<file path="src/hw/cam_capture_pkg.sv">
////////////////////////////////////////
// Camera capture shared definitions
// Pixel and word types, writer states,
// default sizes and gray weights
////////////////////////////////////////

package cam_capture_pkg;

   // One colour or gray sample
   typedef logic [7:0]  pixel_t;
   // Two samples of one channel, pixel 1 in the upper byte
   typedef logic [15:0] pixel_pair_t;
   // FIFO word {b1, g1, r1, b0, g0, r0}
   typedef logic [47:0] rgb_word_t;
   // DMA beat with a zero byte above each 24-bit pixel
   typedef logic [63:0] dma_word_t;
   typedef logic [31:0] count_t;

   typedef enum logic {
      IDLE,
      BURST
   } writer_state_t;

   localparam int DEF_DMA_TRANSFER_LENGTH = 1920;
   localparam int DEF_PCLK_RATE           = 100000000;
   localparam int DEF_FIFO_DEPTH          = 1024;

   // Luma weights, sum is 256
   localparam logic [7:0] GRAY_R_WEIGHT = 8'd77;
   localparam logic [7:0] GRAY_G_WEIGHT = 8'd150;
   localparam logic [7:0] GRAY_B_WEIGHT = 8'd29;

endpackage
</file>
<file path="src/hw/dma_fifo_if.sv">
////////////////////////////////////////
// Formatter to FIFO to DMA writer bus
////////////////////////////////////////

`timescale 1ns/1ps

interface dma_fifo_if import cam_capture_pkg::*; ();

   logic      wvalid;
   rgb_word_t wdata;
   logic      re;
   rgb_word_t rdata;
   logic      empty;
   logic      overflow;
   logic      underflow;

   modport producer (output wvalid, output wdata);
   modport storage  (input wvalid, input wdata, input re,
                     output rdata, output empty, output overflow, output underflow);
   modport consumer (output re, input empty, input rdata);
   // Read only view for the statistics block
   modport monitor  (input wvalid, input re, input overflow, input underflow, input empty);

endinterface

</file>
<file path="src/hw/capture_stats.sv">
////////////////////////////////////////
// Capture statistics
// Frame rate meter, sticky FIFO errors,
// word counters and DMA status
////////////////////////////////////////

`timescale 1ns/1ps

module capture_stats import cam_capture_pkg::*; #(
   parameter int PCLK_RATE = DEF_PCLK_RATE
) (
   input  logic       mipi_pclk,
   input  logic       rst_n,
   input  logic       i_vs_fall,
   input  logic       i_write_active,
   input  logic       i_dma_wready,
   dma_fifo_if.monitor fifo,
   output count_t     o_frames_per_second,
   output count_t     o_fifo_wcount,
   output count_t     o_fifo_rcount,
   output logic       o_fifo_overflow,
   output logic       o_fifo_underflow,
   output logic [2:0] o_dma_status
);

   localparam count_t WINDOW_END = count_t'(PCLK_RATE);

   count_t timer_cnt;
   count_t frame_cnt;
   logic   window_end;

   assign window_end = (timer_cnt == WINDOW_END);

   always_ff @(posedge mipi_pclk) begin
      if (!rst_n) begin
         timer_cnt           <= '0;
         frame_cnt           <= '0;
         o_frames_per_second <= '0;
         o_fifo_wcount       <= '0;
         o_fifo_rcount       <= '0;
         o_fifo_overflow     <= 1'b0;
         o_fifo_underflow    <= 1'b0;
      end else begin
         // Window of PCLK_RATE+1 clocks, an edge on its last cycle still counts
         timer_cnt <= window_end ? '0 : timer_cnt + 1'b1;
         if (window_end) begin
            o_frames_per_second <= frame_cnt + count_t'(i_vs_fall);
            frame_cnt           <= '0;
         end else if (i_vs_fall) begin
            frame_cnt <= frame_cnt + 1'b1;
         end
         if (fifo.overflow) o_fifo_overflow <= 1'b1;
         if (fifo.underflow) o_fifo_underflow <= 1'b1;
         if (fifo.wvalid) o_fifo_wcount <= o_fifo_wcount + 1'b1;
         if (fifo.re) o_fifo_rcount <= o_fifo_rcount + 1'b1;
      end
   end

   assign o_dma_status = {fifo.empty, i_write_active, i_dma_wready};

endmodule

</file>
<file path="src/flat_wrapper.sv">
// flat-port wrapper written by rule: the top's interface ports become plain ports
module capture_stats_flat import cam_capture_pkg::*;
#(
   parameter int PCLK_RATE = DEF_PCLK_RATE
)
  (mipi_pclk, rst_n, i_vs_fall, i_write_active, i_dma_wready, o_frames_per_second, o_fifo_wcount, o_fifo_rcount, o_fifo_overflow, o_fifo_underflow, o_dma_status, fifo_wvalid, fifo_re, fifo_overflow, fifo_underflow, fifo_empty);
  dma_fifo_if fifo_i ();
  input  logic mipi_pclk;
  input  logic rst_n;
  input  logic i_vs_fall;
  input  logic i_write_active;
  input  logic i_dma_wready;
  output count_t o_frames_per_second;
  output count_t o_fifo_wcount;
  output count_t o_fifo_rcount;
  output logic o_fifo_overflow;
  output logic o_fifo_underflow;
  output logic [2:0] o_dma_status;
  input wire logic [$bits(fifo_i.wvalid)-1:0] fifo_wvalid;
  input wire logic [$bits(fifo_i.re)-1:0] fifo_re;
  input wire logic [$bits(fifo_i.overflow)-1:0] fifo_overflow;
  input wire logic [$bits(fifo_i.underflow)-1:0] fifo_underflow;
  input wire logic [$bits(fifo_i.empty)-1:0] fifo_empty;
  assign fifo_i.wvalid = fifo_wvalid;
  assign fifo_i.re = fifo_re;
  assign fifo_i.overflow = fifo_overflow;
  assign fifo_i.underflow = fifo_underflow;
  assign fifo_i.empty = fifo_empty;
  capture_stats #(.PCLK_RATE(PCLK_RATE)) u_core (.mipi_pclk(mipi_pclk), .rst_n(rst_n), .i_vs_fall(i_vs_fall), .i_write_active(i_write_active), .i_dma_wready(i_dma_wready), .fifo(fifo_i), .o_frames_per_second(o_frames_per_second), .o_fifo_wcount(o_fifo_wcount), .o_fifo_rcount(o_fifo_rcount), .o_fifo_overflow(o_fifo_overflow), .o_fifo_underflow(o_fifo_underflow), .o_dma_status(o_dma_status));
endmodule
</file>
<file path="config.mk">
export PLATFORM = sky130hd
export DESIGN_NAME = capture_stats_flat
export DESIGN_NICKNAME = d
export VERILOG_FILES = /design/src/hw/cam_capture_pkg.sv /design/src/hw/dma_fifo_if.sv /design/src/hw/capture_stats.sv /design/src/flat_wrapper.sv
export SDC_FILE = /design/constraint.sdc
export NUM_CORES = 1
export LEC_CHECK = 0
export BUFFER_PORTS_ARGS = -buffer_cell sky130_fd_sc_hd__buf_2
export CAP_MARGIN = 0
export CORE_ASPECT_RATIO = 1.5
export CORE_MARGIN = 2
export CORE_UTILIZATION = 30
export DETAILED_ROUTE_END_ITERATION = 10
export GPL_ROUTABILITY_DRIVEN = 0
export PLACE_DENSITY = 0.46
export SLEW_MARGIN = 20
export SYNTH_ARGS = -nofsm -noshare
export SYNTH_HDL_FRONTEND = slang
export SYNTH_SLANG_ARGS = --single-unit
</file>
<file path="constraint.sdc">
create_clock -name mipi_pclk -period 2.2 [get_ports mipi_pclk]
set_input_delay 0.55 -clock mipi_pclk [delete_from_list [all_inputs] [get_ports mipi_pclk]]
set_output_delay 0.55 -clock mipi_pclk [all_outputs]
set_load 0.02 [all_outputs]
</file>
---- Word-level counts from Yosys, hierarchy flattened ----
Index checks and enable logic that the tools add are counted.
W data, S select, Z words.
operators by class
  add/sub/neg operators ................... 5
  equal/unequal tests ..................... 1
  bitwise logic cells ..................... 1
  reduce and logical (&&, ||, !) cells .... 1
operators by type and width
  cell                     count
  $add A32 B1 Y32 const B  4
  $add A32 B1 Y32          1
  $eq A32 B27 Y1 const B   1
  $reduce_or A2 Y1         1
  $not A1 Y1               1
word-level totals
  register bits after elaboration ......... 162
  bits of input ports ..................... 10
  output and inout bits ................... 101

---- Longest topological paths before layout ----
Gate-level depths: netlist of the first run.
  depth in word-level cells ............... 2
  gate-level depth with buffers ........... 8

---- Least setup slack after synthesis of the first run ----
Ideal clock, no wire load.
  path type ............................... reg-to-reg
  from .................................... reg u_core.o_fifo_wcount[0]
  to ...................................... reg u_core.o_fifo_wcount[14]
  setup time .............................. 0.070 ns
  data arrival time ....................... 1.952 ns
  slack ................................... 0.177 ns
  stages on the path, launching flop included .. 7
  clock period less this slack ............ 2.023 ns
  path through ............................ dfxtp_1 > ha_1 > nand3_1 > or4_1 > clkbuf_1 > or3_1 > a21oi_1
on the way
  cells in the longest elaborated chain, start to end .. 1
RTL lines
  what                      line                 source
  start: declaration        capture_stats.sv:19  output count_t o_fifo_wcount,
  start signal: assignment  capture_stats.sv:54  if (fifo.wvalid) o_fifo_wcount <= o_fifo_wcount + 1'b1;
  $add A32 B1 Y32           capture_stats.sv:54
Every way passes these cells.
A chain may end at the register's enable or synchronous reset.

---- Worst setup path in the final report of the first run ----
  from .................................... reg u_core.timer_cnt[9]
  to ...................................... reg u_core.timer_cnt[28]
on the way
  cells in the longest elaborated chain, start to end .. 2
  elaborated cells on any way between the ends .. 3
  classes of those cells .................. 1 x add/sub; 1 x eq/ne; 1 x reduce/logical
RTL lines
  what                                                     line                 source
  start: declaration                                       capture_stats.sv:28  count_t timer_cnt;
  start signal: assignment                                 capture_stats.sv:45  timer_cnt <= window_end ? '0 : timer_cnt + 1'b1;
  branches (longest 2 deep; another with $add A32 B1 Y32)  n/a
Several ways; the timed one is not identified.

==> results of run 1 <==
==> critical path: cells and delay by family (launching register included) <==
kind / cells / cell delay [ns]
and+or+nand+nor: 4 / 1.24
xor gates and xnor gates: 1 / 0.16
DFF: 1 / 0.48
==> sequential cells by signal, indices dropped and copies added, names as in the netlist <==
name / count
u_core.frame_cnt: 32
u_core.o_fifo_rcount: 32
u_core.o_fifo_wcount: 32
u_core.o_frames_per_second: 32
u_core.timer_cnt: 32
u_core.o_fifo_overflow: 1
u_core.o_fifo_underflow: 1
==> worst min-delay path by stage <==
| stage | endpoint | slack (ns) | cells after the start |
|---|---|---|---|
| after floorplan | u_core.timer_cnt[0]$_SDFF_PP0_ | 0.44 | 1 |
| after global placement | u_core.o_fifo_overflow$_SDFFE_PN0P_ | 0.44 | 2 |
| after detailed placement | u_core.o_fifo_overflow$_SDFFE_PN0P_ | 0.45 | 2 |
| after CTS | u_core.o_fifo_overflow$_SDFFE_PN0P_ | 0.31 | 3 |
| after global routing | u_core.o_fifo_underflow$_SDFFE_PN0P_ | 0.34 | 3 |
| final | u_core.o_fifo_overflow$_SDFFE_PN0P_ | 0.33 | 3 |
==> placed cells by master (no fill, tap or decap), drive strengths merged, types with 11 or more instances in the layout <==
cell,count
nor2,165
dfxtp,162
buf,153
xnor2,82
nand2,63
xor2,58
nand4,46
nand3,40
nor3,36
nor4,34
o21ai,23
a21oi,23
inv,22
clkbuf,21
a211oi,19
and4,13
or3,11
==> area by class of cell <==
class	count	area (um^2)	share of cell area [%]
clock inverters	9	130	1.41
clock buffers	21	460	5.00
repair buffers	153	938	10.2
multi-input cells	654	3960	42.9
well taps	328	410	4.45
flip-flops and latches	162	3240	35.2
inverters	20	75.1	0.815
==> synthesized netlist by cell type, types with 7 or more instances <==
library cell | n | area [um^2]
xnor2_1 | 82 | 718
ha_1 | 7 | 87.6
nand4_1 | 45 | 282
nor2_1 | 165 | 619
buf_4 | 12 | 90.1
nor3_1 | 35 | 175
nand3_1 | 40 | 200
and4_1 | 13 | 114
xor2_1 | 58 | 508
dfxtp_1 | 162 | 3240
a211oi_1 | 19 | 143
or3_1 | 11 | 68.8
nor4_1 | 29 | 181
inv_1 | 20 | 75.1
buf_2 | 13 | 65.1
clkbuf_1 | 21 | 78.8
a21oi_1 | 23 | 115
nand2_1 | 63 | 236
o21ai_0 | 23 | 115
==> metal layers <==
metal / vias to the layer above / track usage, %
li1: 3266 / -
met1: 2959 / 16.0
met2: 98 / 27.8
met3: 22 / 2.87
met4: 0 / 5.75
met5: - / 0
==> per-stage QoR <==
stage / utilization (%) / cells / cell area, um^2 / setup WS (ns) / hold slack, ns
after global routing: 37.0 / 1347 / 9210 / 0.0562 / 0.337
final: 37.0 / 1347 / 9210 / 0.206 / 0.328
after global placement: 34.7 / 1317 / 8620 / 0.0409 / 0.442
after floorplan: - / 889 / 7540 / 0.177 / 0.437
after detailed placement: 34.7 / 1317 / 8620 / 0.00651 / 0.451
after CTS: 37.0 / 1347 / 9210 / 0.197 / 0.306
==> cell families after synthesis <==
logic type                 after synthesis  synth area share (%)
AOI/OAI and AO/OA                       67                  5.18
xor gates and xnor gates               140                  16.3
adders and majority gates                7                  1.16
buffers and inverters                   73                  4.52
DFF                                    162                  43.0
muxes                                    5                 0.664
and+or+nand+nor                        435                  29.2
==> power by group through the flow <==
stage,registers [mW],logic (mW),clock network [mW]
6_report,2.97,0.151,3.03
5_1_grt,2.97,0.171,3.24
4_1_cts,2.97,0.156,3.14
3_5_place_dp,3.04,0.155,0
3_3_place_gp,3.04,0.155,0
2_1_floorplan,3.05,0.0999,0
==> flow_summary.toml, run 1 <==
[outcome]
status = "complete, no violations"

[worst_setup_path]
critPathMaxFanout = 8
critPathLaunchType = "flip-flop"
worstSetupPathType = "reg2reg"
rrSetupSlack_ns = 0.21
slowest_delay_ns = 0.68
r2r_end = "u_core.timer_cnt[28]$_SDFF_PP0_"
crit_end = "u_core.timer_cnt[28]$_SDFF_PP0_"
worstPathArrival_ns = 2.31
end_kind = "flip-flop"
crit_chain = "nand4_1 > or4_1 > nor4_1 > xnor2_1 > nor2_1"
crit_required_ns = 2.52
critPathLaunch = "u_core.timer_cnt[9]$_SDFF_PP0_"
slowest_stage = "or4_1"
reg2reg_depth = 5
timing.rr.start = "u_core.timer_cnt[9]$_SDFF_PP0_"

[clock_network]
clock_path_buffers = 2
cts_sinks = 162
cts_hold_buf = 0
htree_levels = 4
clock_latency_ns = 0.43
cts_tree = "done"
postCtsResizedCells = 0
cts_made_buffers = 17
cts_setup_buffers = 0
clockRootBuffer = "clkbuf_16"
clkTransAtPathRegs_ns = 0.06

[yosys]
synth-edff-count = 0
ys_types = 40
ys_seq_area_share_pct = 43.0
syn_inst = 889
syn_area_um2 = 7540
synthArstFlopShare_pct = 0
yosysWarningCount = 0
syn_avg_cell_area_um2 = 8.48
synth-main-ff-cell = "dfxtp_1"
ys_seq_elements = 162
syn_nets = 906

[finish]
area_growth_syn_to_layout_pct = 22.2
fillers = 2705
num_antenna_cells = 0
drive_gt1_share_pct = 18.9
nNetsFinal = 1025

[global_routing]
grt_usage_pct = 14.7
antenna_found_initial = 0
grt.overflow.total = 0
grt_pass1_wl_mm = 31.1
grt_max_degree = 73
grt_pass1_vias = 6169

[detailed_routing]
top_layer = "met4"
avgViaCountPerCell = 4.71
via_count = 6345
ant_nets = 0
wl_per_cell_um = 14.1
routed_wl_mm = 19.0
firstDrtPassIters = 4
met3_length_um = 583
drc_errors = 0
wl_met2_mm = 10.1
drt_iter0_markers = 169
wl_met1_mm = 7.85

[power_and_ir_drop]
p_clk_share_pct = 49.2
p_sw_mw = 1.31
power_leakage_nw = 3.33
vdd_drop_max_mv = 0.538
internal-power_mw = 4.84
power_frac_comb_pct = 2.5
finalPower_mw = 6.15
powerDensity_nw_per_um2 = 668
seqPwrFrac_pct = 48.3
switching_share_pct = 21.3

[sta]
max_slew_margin_pct = 62.5
setup-tns-final_ns = 0
maxSlewViolCount = 0
setup_viol = 0
fin_worst_skew_ns = 0.0115
period_share_pct = 90.6
tightest_slew_ns = 0.557
finalHoldViolCount = 0
max_freq_mhz = 501
min_period_ns = 1.99
rsz0062_at_grt = "false"

[floorplan]
core_um2 = 24900
dieArea_um2 = 26400
start_util_pct = 30.3
ios = 111
chipHeight_um = 198
die_w_um = 133
rows = 71

[min_path]
hp-start = "fifo_overflow"
min-delay-path-class = "in2reg"

[placement]
dp_hpwl_mm = 14.0
portBuffers = 104

[flow_run]
cap_violations = 0
Power figures use the tool's default switching activity.
==> run 2, diff against run 1 <==
Settings changed: CTS_BUF_LIST from default to sky130_fd_sc_hd__clkbuf_4 sky130_fd_sc_hd__clkbuf_8 sky130_fd_sc_hd__clkbuf_16, GPL_TIMING_DRIVEN from default to 0, PLACE_DENSITY 0.46 to default, PLACE_DENSITY_LB_ADDON from default to 0.15.
==> flow_summary.toml, run 2 (synthesized netlist as in run 1, its figures left out) <==
[outcome]
status = "complete, no violations"

[sta]
maxSlewViolCount = 0
max_freq_mhz = 473
min_period_ns = 2.11
finalHoldViolCount = 0
max_slew_margin_pct = 50.3
setup_viol = 0
rsz0062_at_grt = "true"
period_share_pct = 96.1
tightest_slew_ns = 0.740
fin_ws_ns = 0.0866
setup-tns-final_ns = 0
fin_worst_skew_ns = 0.00769

[global_routing]
grt_pass1_vias = 6195
grt.overflow.total = 0
antenna_found_initial = 0
grt_max_degree = 17
grt_pass1_wl_mm = 32.2
grt_usage_pct = 15.3

[clock_network]
cts_sinks = 162
clockRootBuffer = "clkbuf_16"
cts_tree = "done"
cts_made_buffers = 17
clock_path_buffers = 2
htree_levels = 4
clock_latency_ns = 0.43
clkTransAtPathRegs_ns = 0.06

[finish]
fillers = 2624
drive_gt1_share_pct = 19.1
num_antenna_cells = 0
area.sequential_um2 = 3240
mostFrequentLayoutCell = "nor2_1"
area_growth_syn_to_layout_pct = 22.5
multiInputGateArea_um2 = 4050
final_core_util_pct = 37.1
final_cell_mix = "nor2_1, dfxtp_1, buf_2"
nNetsFinal = 1037

[worst_setup_path]
slowest_delay_ns = 0.68
crit_chain = "clkbuf_2 > nand4_1 > nor4_2 > nand4b_1 > xor2_1 > nor2_1"
end_kind = "flip-flop"
worstSetupPathType = "reg2reg"
crit_family = "simple AND/OR/NAND/NOR gates"
crit_required_ns = 2.52
worstPathArrival_ns = 2.43
worst-path-buf-inv = 1
slowest_stage = "nor4_2"
critPathLaunchType = "flip-flop"
critPathMaxFanout = 6

[placement]
dp_hpwl_mm = 14.6
place_ws_ns = -0.498
portBuffers = 107

[flow_run]
cap_violations = 0

[power_and_ir_drop]
power_leakage_nw = 3.37
vdd_drop_max_mv = 0.492
powerDensity_nw_per_um2 = 659
finalPower_mw = 6.08

[floorplan]
ios = 111
die_w_um = 133
core_um2 = 24900
dieArea_um2 = 26400
start_util_pct = 30.3
rows = 71
chipHeight_um = 198

[detailed_routing]
ant_nets = 0
drt_iter0_markers = 209
routed_wl_mm = 19.8
drc_errors = 0
firstDrtPassIters = 5
avgViaCountPerCell = 4.73
wl_per_cell_um = 14.6
via_count = 6419

[min_path]
min-delay-path-class = "in2reg"
## run 2: changes by cell type in the layout (fill, tap and decap cells not counted), moves of 2 or more
cell	previous run	this run
buf_1	0	3
buf_12	4	0
buf_2	104	121
buf_4	45	14
buf_6	0	6
clkbuf_1	2	16
clkbuf_2	0	5
clkbuf_4	0	4
inv_6	2	0
nor3_1	35	32
nor3_2	1	3
nor4_1	29	23
nor4_2	2	5
nor4_4	3	6
## run 2: layout make-up
type	count	share of cell area (%)
multi-input cells	654	43.9
flip-flops and latches	162	35.1
repair buffers	115	6.45
clock buffers	24	5.38
well taps	328	4.45
plain buffers	50	3.02
clock inverters	5	0.854
inverters	20	0.813
## run 2: stage by stage
stage               instances  hold WS, ns  area, um^2
floorplan                 889        0.437        7540
global placement         1324        0.443        8480
detailed placement       1324        0.450        8480
CTS                      1358        0.314        9130
global route             1358        0.325        9230
finish                   1358        0.333        9230
## run 2: layer usage
layer	vias up	global-route usage (%)	part of all wire, %
met5	-	0	0
met4	0	5.95	2.0
met3	25	3.12	3.1
met2	97	28.5	53
met1	2982	16.7	42
li1	3315	-	-
## run 2: power breakdown
group | internal, mW | switching, mW | total [mW]
sequential | 2.95 | 0.0208 | 2.97
clock | 1.79 | 1.15 | 2.94
combinational | 0.0617 | 0.112 | 0.174
total | 4.80 | 1.28 | 6.08
## run 2: final timing paths
path / slack [ns] / startpoint / cells past startpoint / endpoint
max reg2reg: 0.09 / u_core.frame_cnt[7]$_SDFFE_PP0P_ / 6 / u_core.frame_cnt[30]$_SDFFE_PP0P_
min reg2reg: 0.46 / u_core.o_fifo_underflow$_SDFFE_PN0P_ / 2 / u_core.o_fifo_underflow$_SDFFE_PN0P_
max: 0.09 / u_core.frame_cnt[7]$_SDFFE_PP0P_ / 6 / u_core.frame_cnt[30]$_SDFFE_PP0P_
min: 0.33 / fifo_overflow / 3 / u_core.o_fifo_overflow$_SDFFE_PN0P_
## run 2: tightest hold or removal path, stage by stage
cell	delay, ns
buf_2	0.07
nor2_1	0.03
nor2_1	0.06
## run 2: repair_timing
action	4_1_cts	5_1_grt
pin swaps	3	5
endpoints found under the setup margin	90	92
gates resized for setup	5	22
hold buffers	0	0
buffers inserted	5	3
cloned	0	0
==> run 3, diff against run 2 <==
==> constraint.sdc (replaced) <==
create_clock -name mipi_pclk -period 2.2 [get_ports mipi_pclk]
set_input_delay 0.22 -clock mipi_pclk [delete_from_list [all_inputs] [get_ports mipi_pclk]]
set_output_delay 0.22 -clock mipi_pclk [all_outputs]
set_load 0.02 [all_outputs]
==> flow_summary.toml, run 3 (synthesized netlist as in run 1, its figures left out) <==
[detailed_routing]
drc_errors = 0
wl_per_cell_um = 14.5
avgViaCountPerCell = 4.73
ant_nets = 0
drt_iter0_markers = 218
firstDrtPassIters = 4
routed_wl_mm = 19.8
via_count = 6433

[floorplan]
die_w_um = 133
chipHeight_um = 198
core_um2 = 24900
start_util_pct = 30.3
ios = 111
rows = 71
dieArea_um2 = 26400

[global_routing]
grt_pass1_wl_mm = 32.2
grtUsageMet2_pct = 28.5
antenna_found_initial = 0
grt_util_met1_pct = 16.7
grt_util_met3_pct = 3.12
grt_max_degree = 17
grt-busiest-layer = "met2"
grt_usage_pct = 15.3
grt_pass1_vias = 6195
grt.overflow.total = 0

[power_and_ir_drop]
power_leakage_nw = 3.38
finalPower_mw = 6.09
internal-power_mw = 4.81
power_frac_comb_pct = 2.9
p_clk_share_pct = 48.2
seqPwrFrac_pct = 48.9
powerDensity_nw_per_um2 = 658
p_sw_mw = 1.28
switching_share_pct = 21.0
vdd_drop_max_mv = 0.491

[worst_setup_path]
critPathMaxFanout = 6
crit_required_ns = 2.52
slowest_stage = "nor4_2"
slowest_delay_ns = 0.67
crit_chain = "clkbuf_2 > nand4_1 > nor4_2 > nand4b_1 > xor2_1 > nor2_1"
critPathLaunchType = "flip-flop"
rrSetupSlack_ns = 0.09
worstPathArrival_ns = 2.43
worstSetupPathType = "reg2reg"
critPathLaunch = "u_core.frame_cnt[7]$_SDFFE_PP0P_"
end_kind = "flip-flop"
timing.rr.start = "u_core.frame_cnt[7]$_SDFFE_PP0P_"

[sta]
min_period_ns = 2.11
setup-tns-final_ns = 0
setup_viol = 0
finalHoldViolCount = 0
fin_ws_ns = 0.0900
tightest_slew_ns = 0.736
fin_worst_skew_ns = 0.00769
rsz0062_at_grt = "true"
period_share_pct = 95.9
maxSlewViolCount = 0
max_slew_margin_pct = 50.6
max_freq_mhz = 474

[clock_network]
cts_made_buffers = 17
cts_sinks = 162
htree_levels = 4
clock_path_buffers = 2
clock_latency_ns = 0.43
clockRootBuffer = "clkbuf_16"
cts_tree = "done"
clkTransAtPathRegs_ns = 0.06

[finish]
num_antenna_cells = 0
area_growth_syn_to_layout_pct = 22.7
drive_gt1_share_pct = 19.1
final_cell_mix = "nor2_1, dfxtp_1, buf_2"
mostFrequentLayoutCell = "nor2_1"
nNetsFinal = 1039

[min_path]
hp-start = "fifo_re"
min-delay-path-class = "in2reg"

[outcome]
status = "complete, no violations"

[flow_run]
cap_violations = 0

[placement]
portBuffers = 107
dp_hpwl_mm = 14.6
place_ws_ns = -0.287
## run 3: cell count changes in the layout (fill, tap and decap cells not counted)
cell           delta
dlygate4sd3_1     +2
## run 3: critical path, delay by kind of cell (launching register included)
| family | cells | cell delay [ns] |
|---|---|---|
| DFF | 1 | 0.30 |
| xor gates and xnor gates | 1 | 0.19 |
| buffers and inverters | 1 | 0.19 |
| and+or+nand+nor | 4 | 1.32 |
## run 3: timing repair
item                                   CTS  global route
endpoints found under the hold margin    2             0
gates cloned                             0             0
setup endpoints to repair               90            92
setup buffers                            5             3
hold buffers                             2             0
pin swaps                                3             5
gates resized for setup                  5            22
## run 3: final cells by class
class,count,area [um^2]
plain buffers,50,279
repair buffers,117,616
clock buffers,24,497
flip-flops and latches,162,3240
multi-input cells,654,4050
clock inverters,5,78.8
inverters,20,75.1
fillers,2622,15600
well taps,328,410
## run 3: power by group through the flow
stage / clock, mW / sequential [mW] / combinational (mW)
detailed placement: 0 / 3.04 / 0.176
global placement: 0 / 3.04 / 0.175
CTS: 3.03 / 2.97 / 0.180
finish: 2.94 / 2.97 / 0.177
global route: 3.14 / 2.97 / 0.199
floorplan: 0 / 3.05 / 0.0999
## run 3: per-layer routing
layer,wire length (um),part of all wire (%),vias to the layer above
met4,398,2.0,0
met5,0,0,-
li1,-,-,3324
met3,633,3.2,26
met1,8210,42,2979
met2,10500,53,104
## run 3: per-stage QoR
stage	utilization (%)	instance area (um^2)	hold WS, ns	cells
floorplan	-	7540	0.336	889
global placement	34.1	8480	0.426	1324
detailed placement	34.1	8480	0.432	1324
CTS	36.8	9150	0.0918	1360
global route	37.2	9250	0.114	1360
finish	37.2	9250	0.111	1360
## run 3: path summary, 6_finish.rpt
path / endpoint / cells after the start
min: u_core.o_fifo_rcount[1]$_SDFFE_PN0P_ / 3
min reg2reg: u_core.o_fifo_underflow$_SDFFE_PN0P_ / 2
max: u_core.frame_cnt[30]$_SDFFE_PP0P_ / 6
max reg2reg: u_core.frame_cnt[30]$_SDFFE_PP0P_ / 6
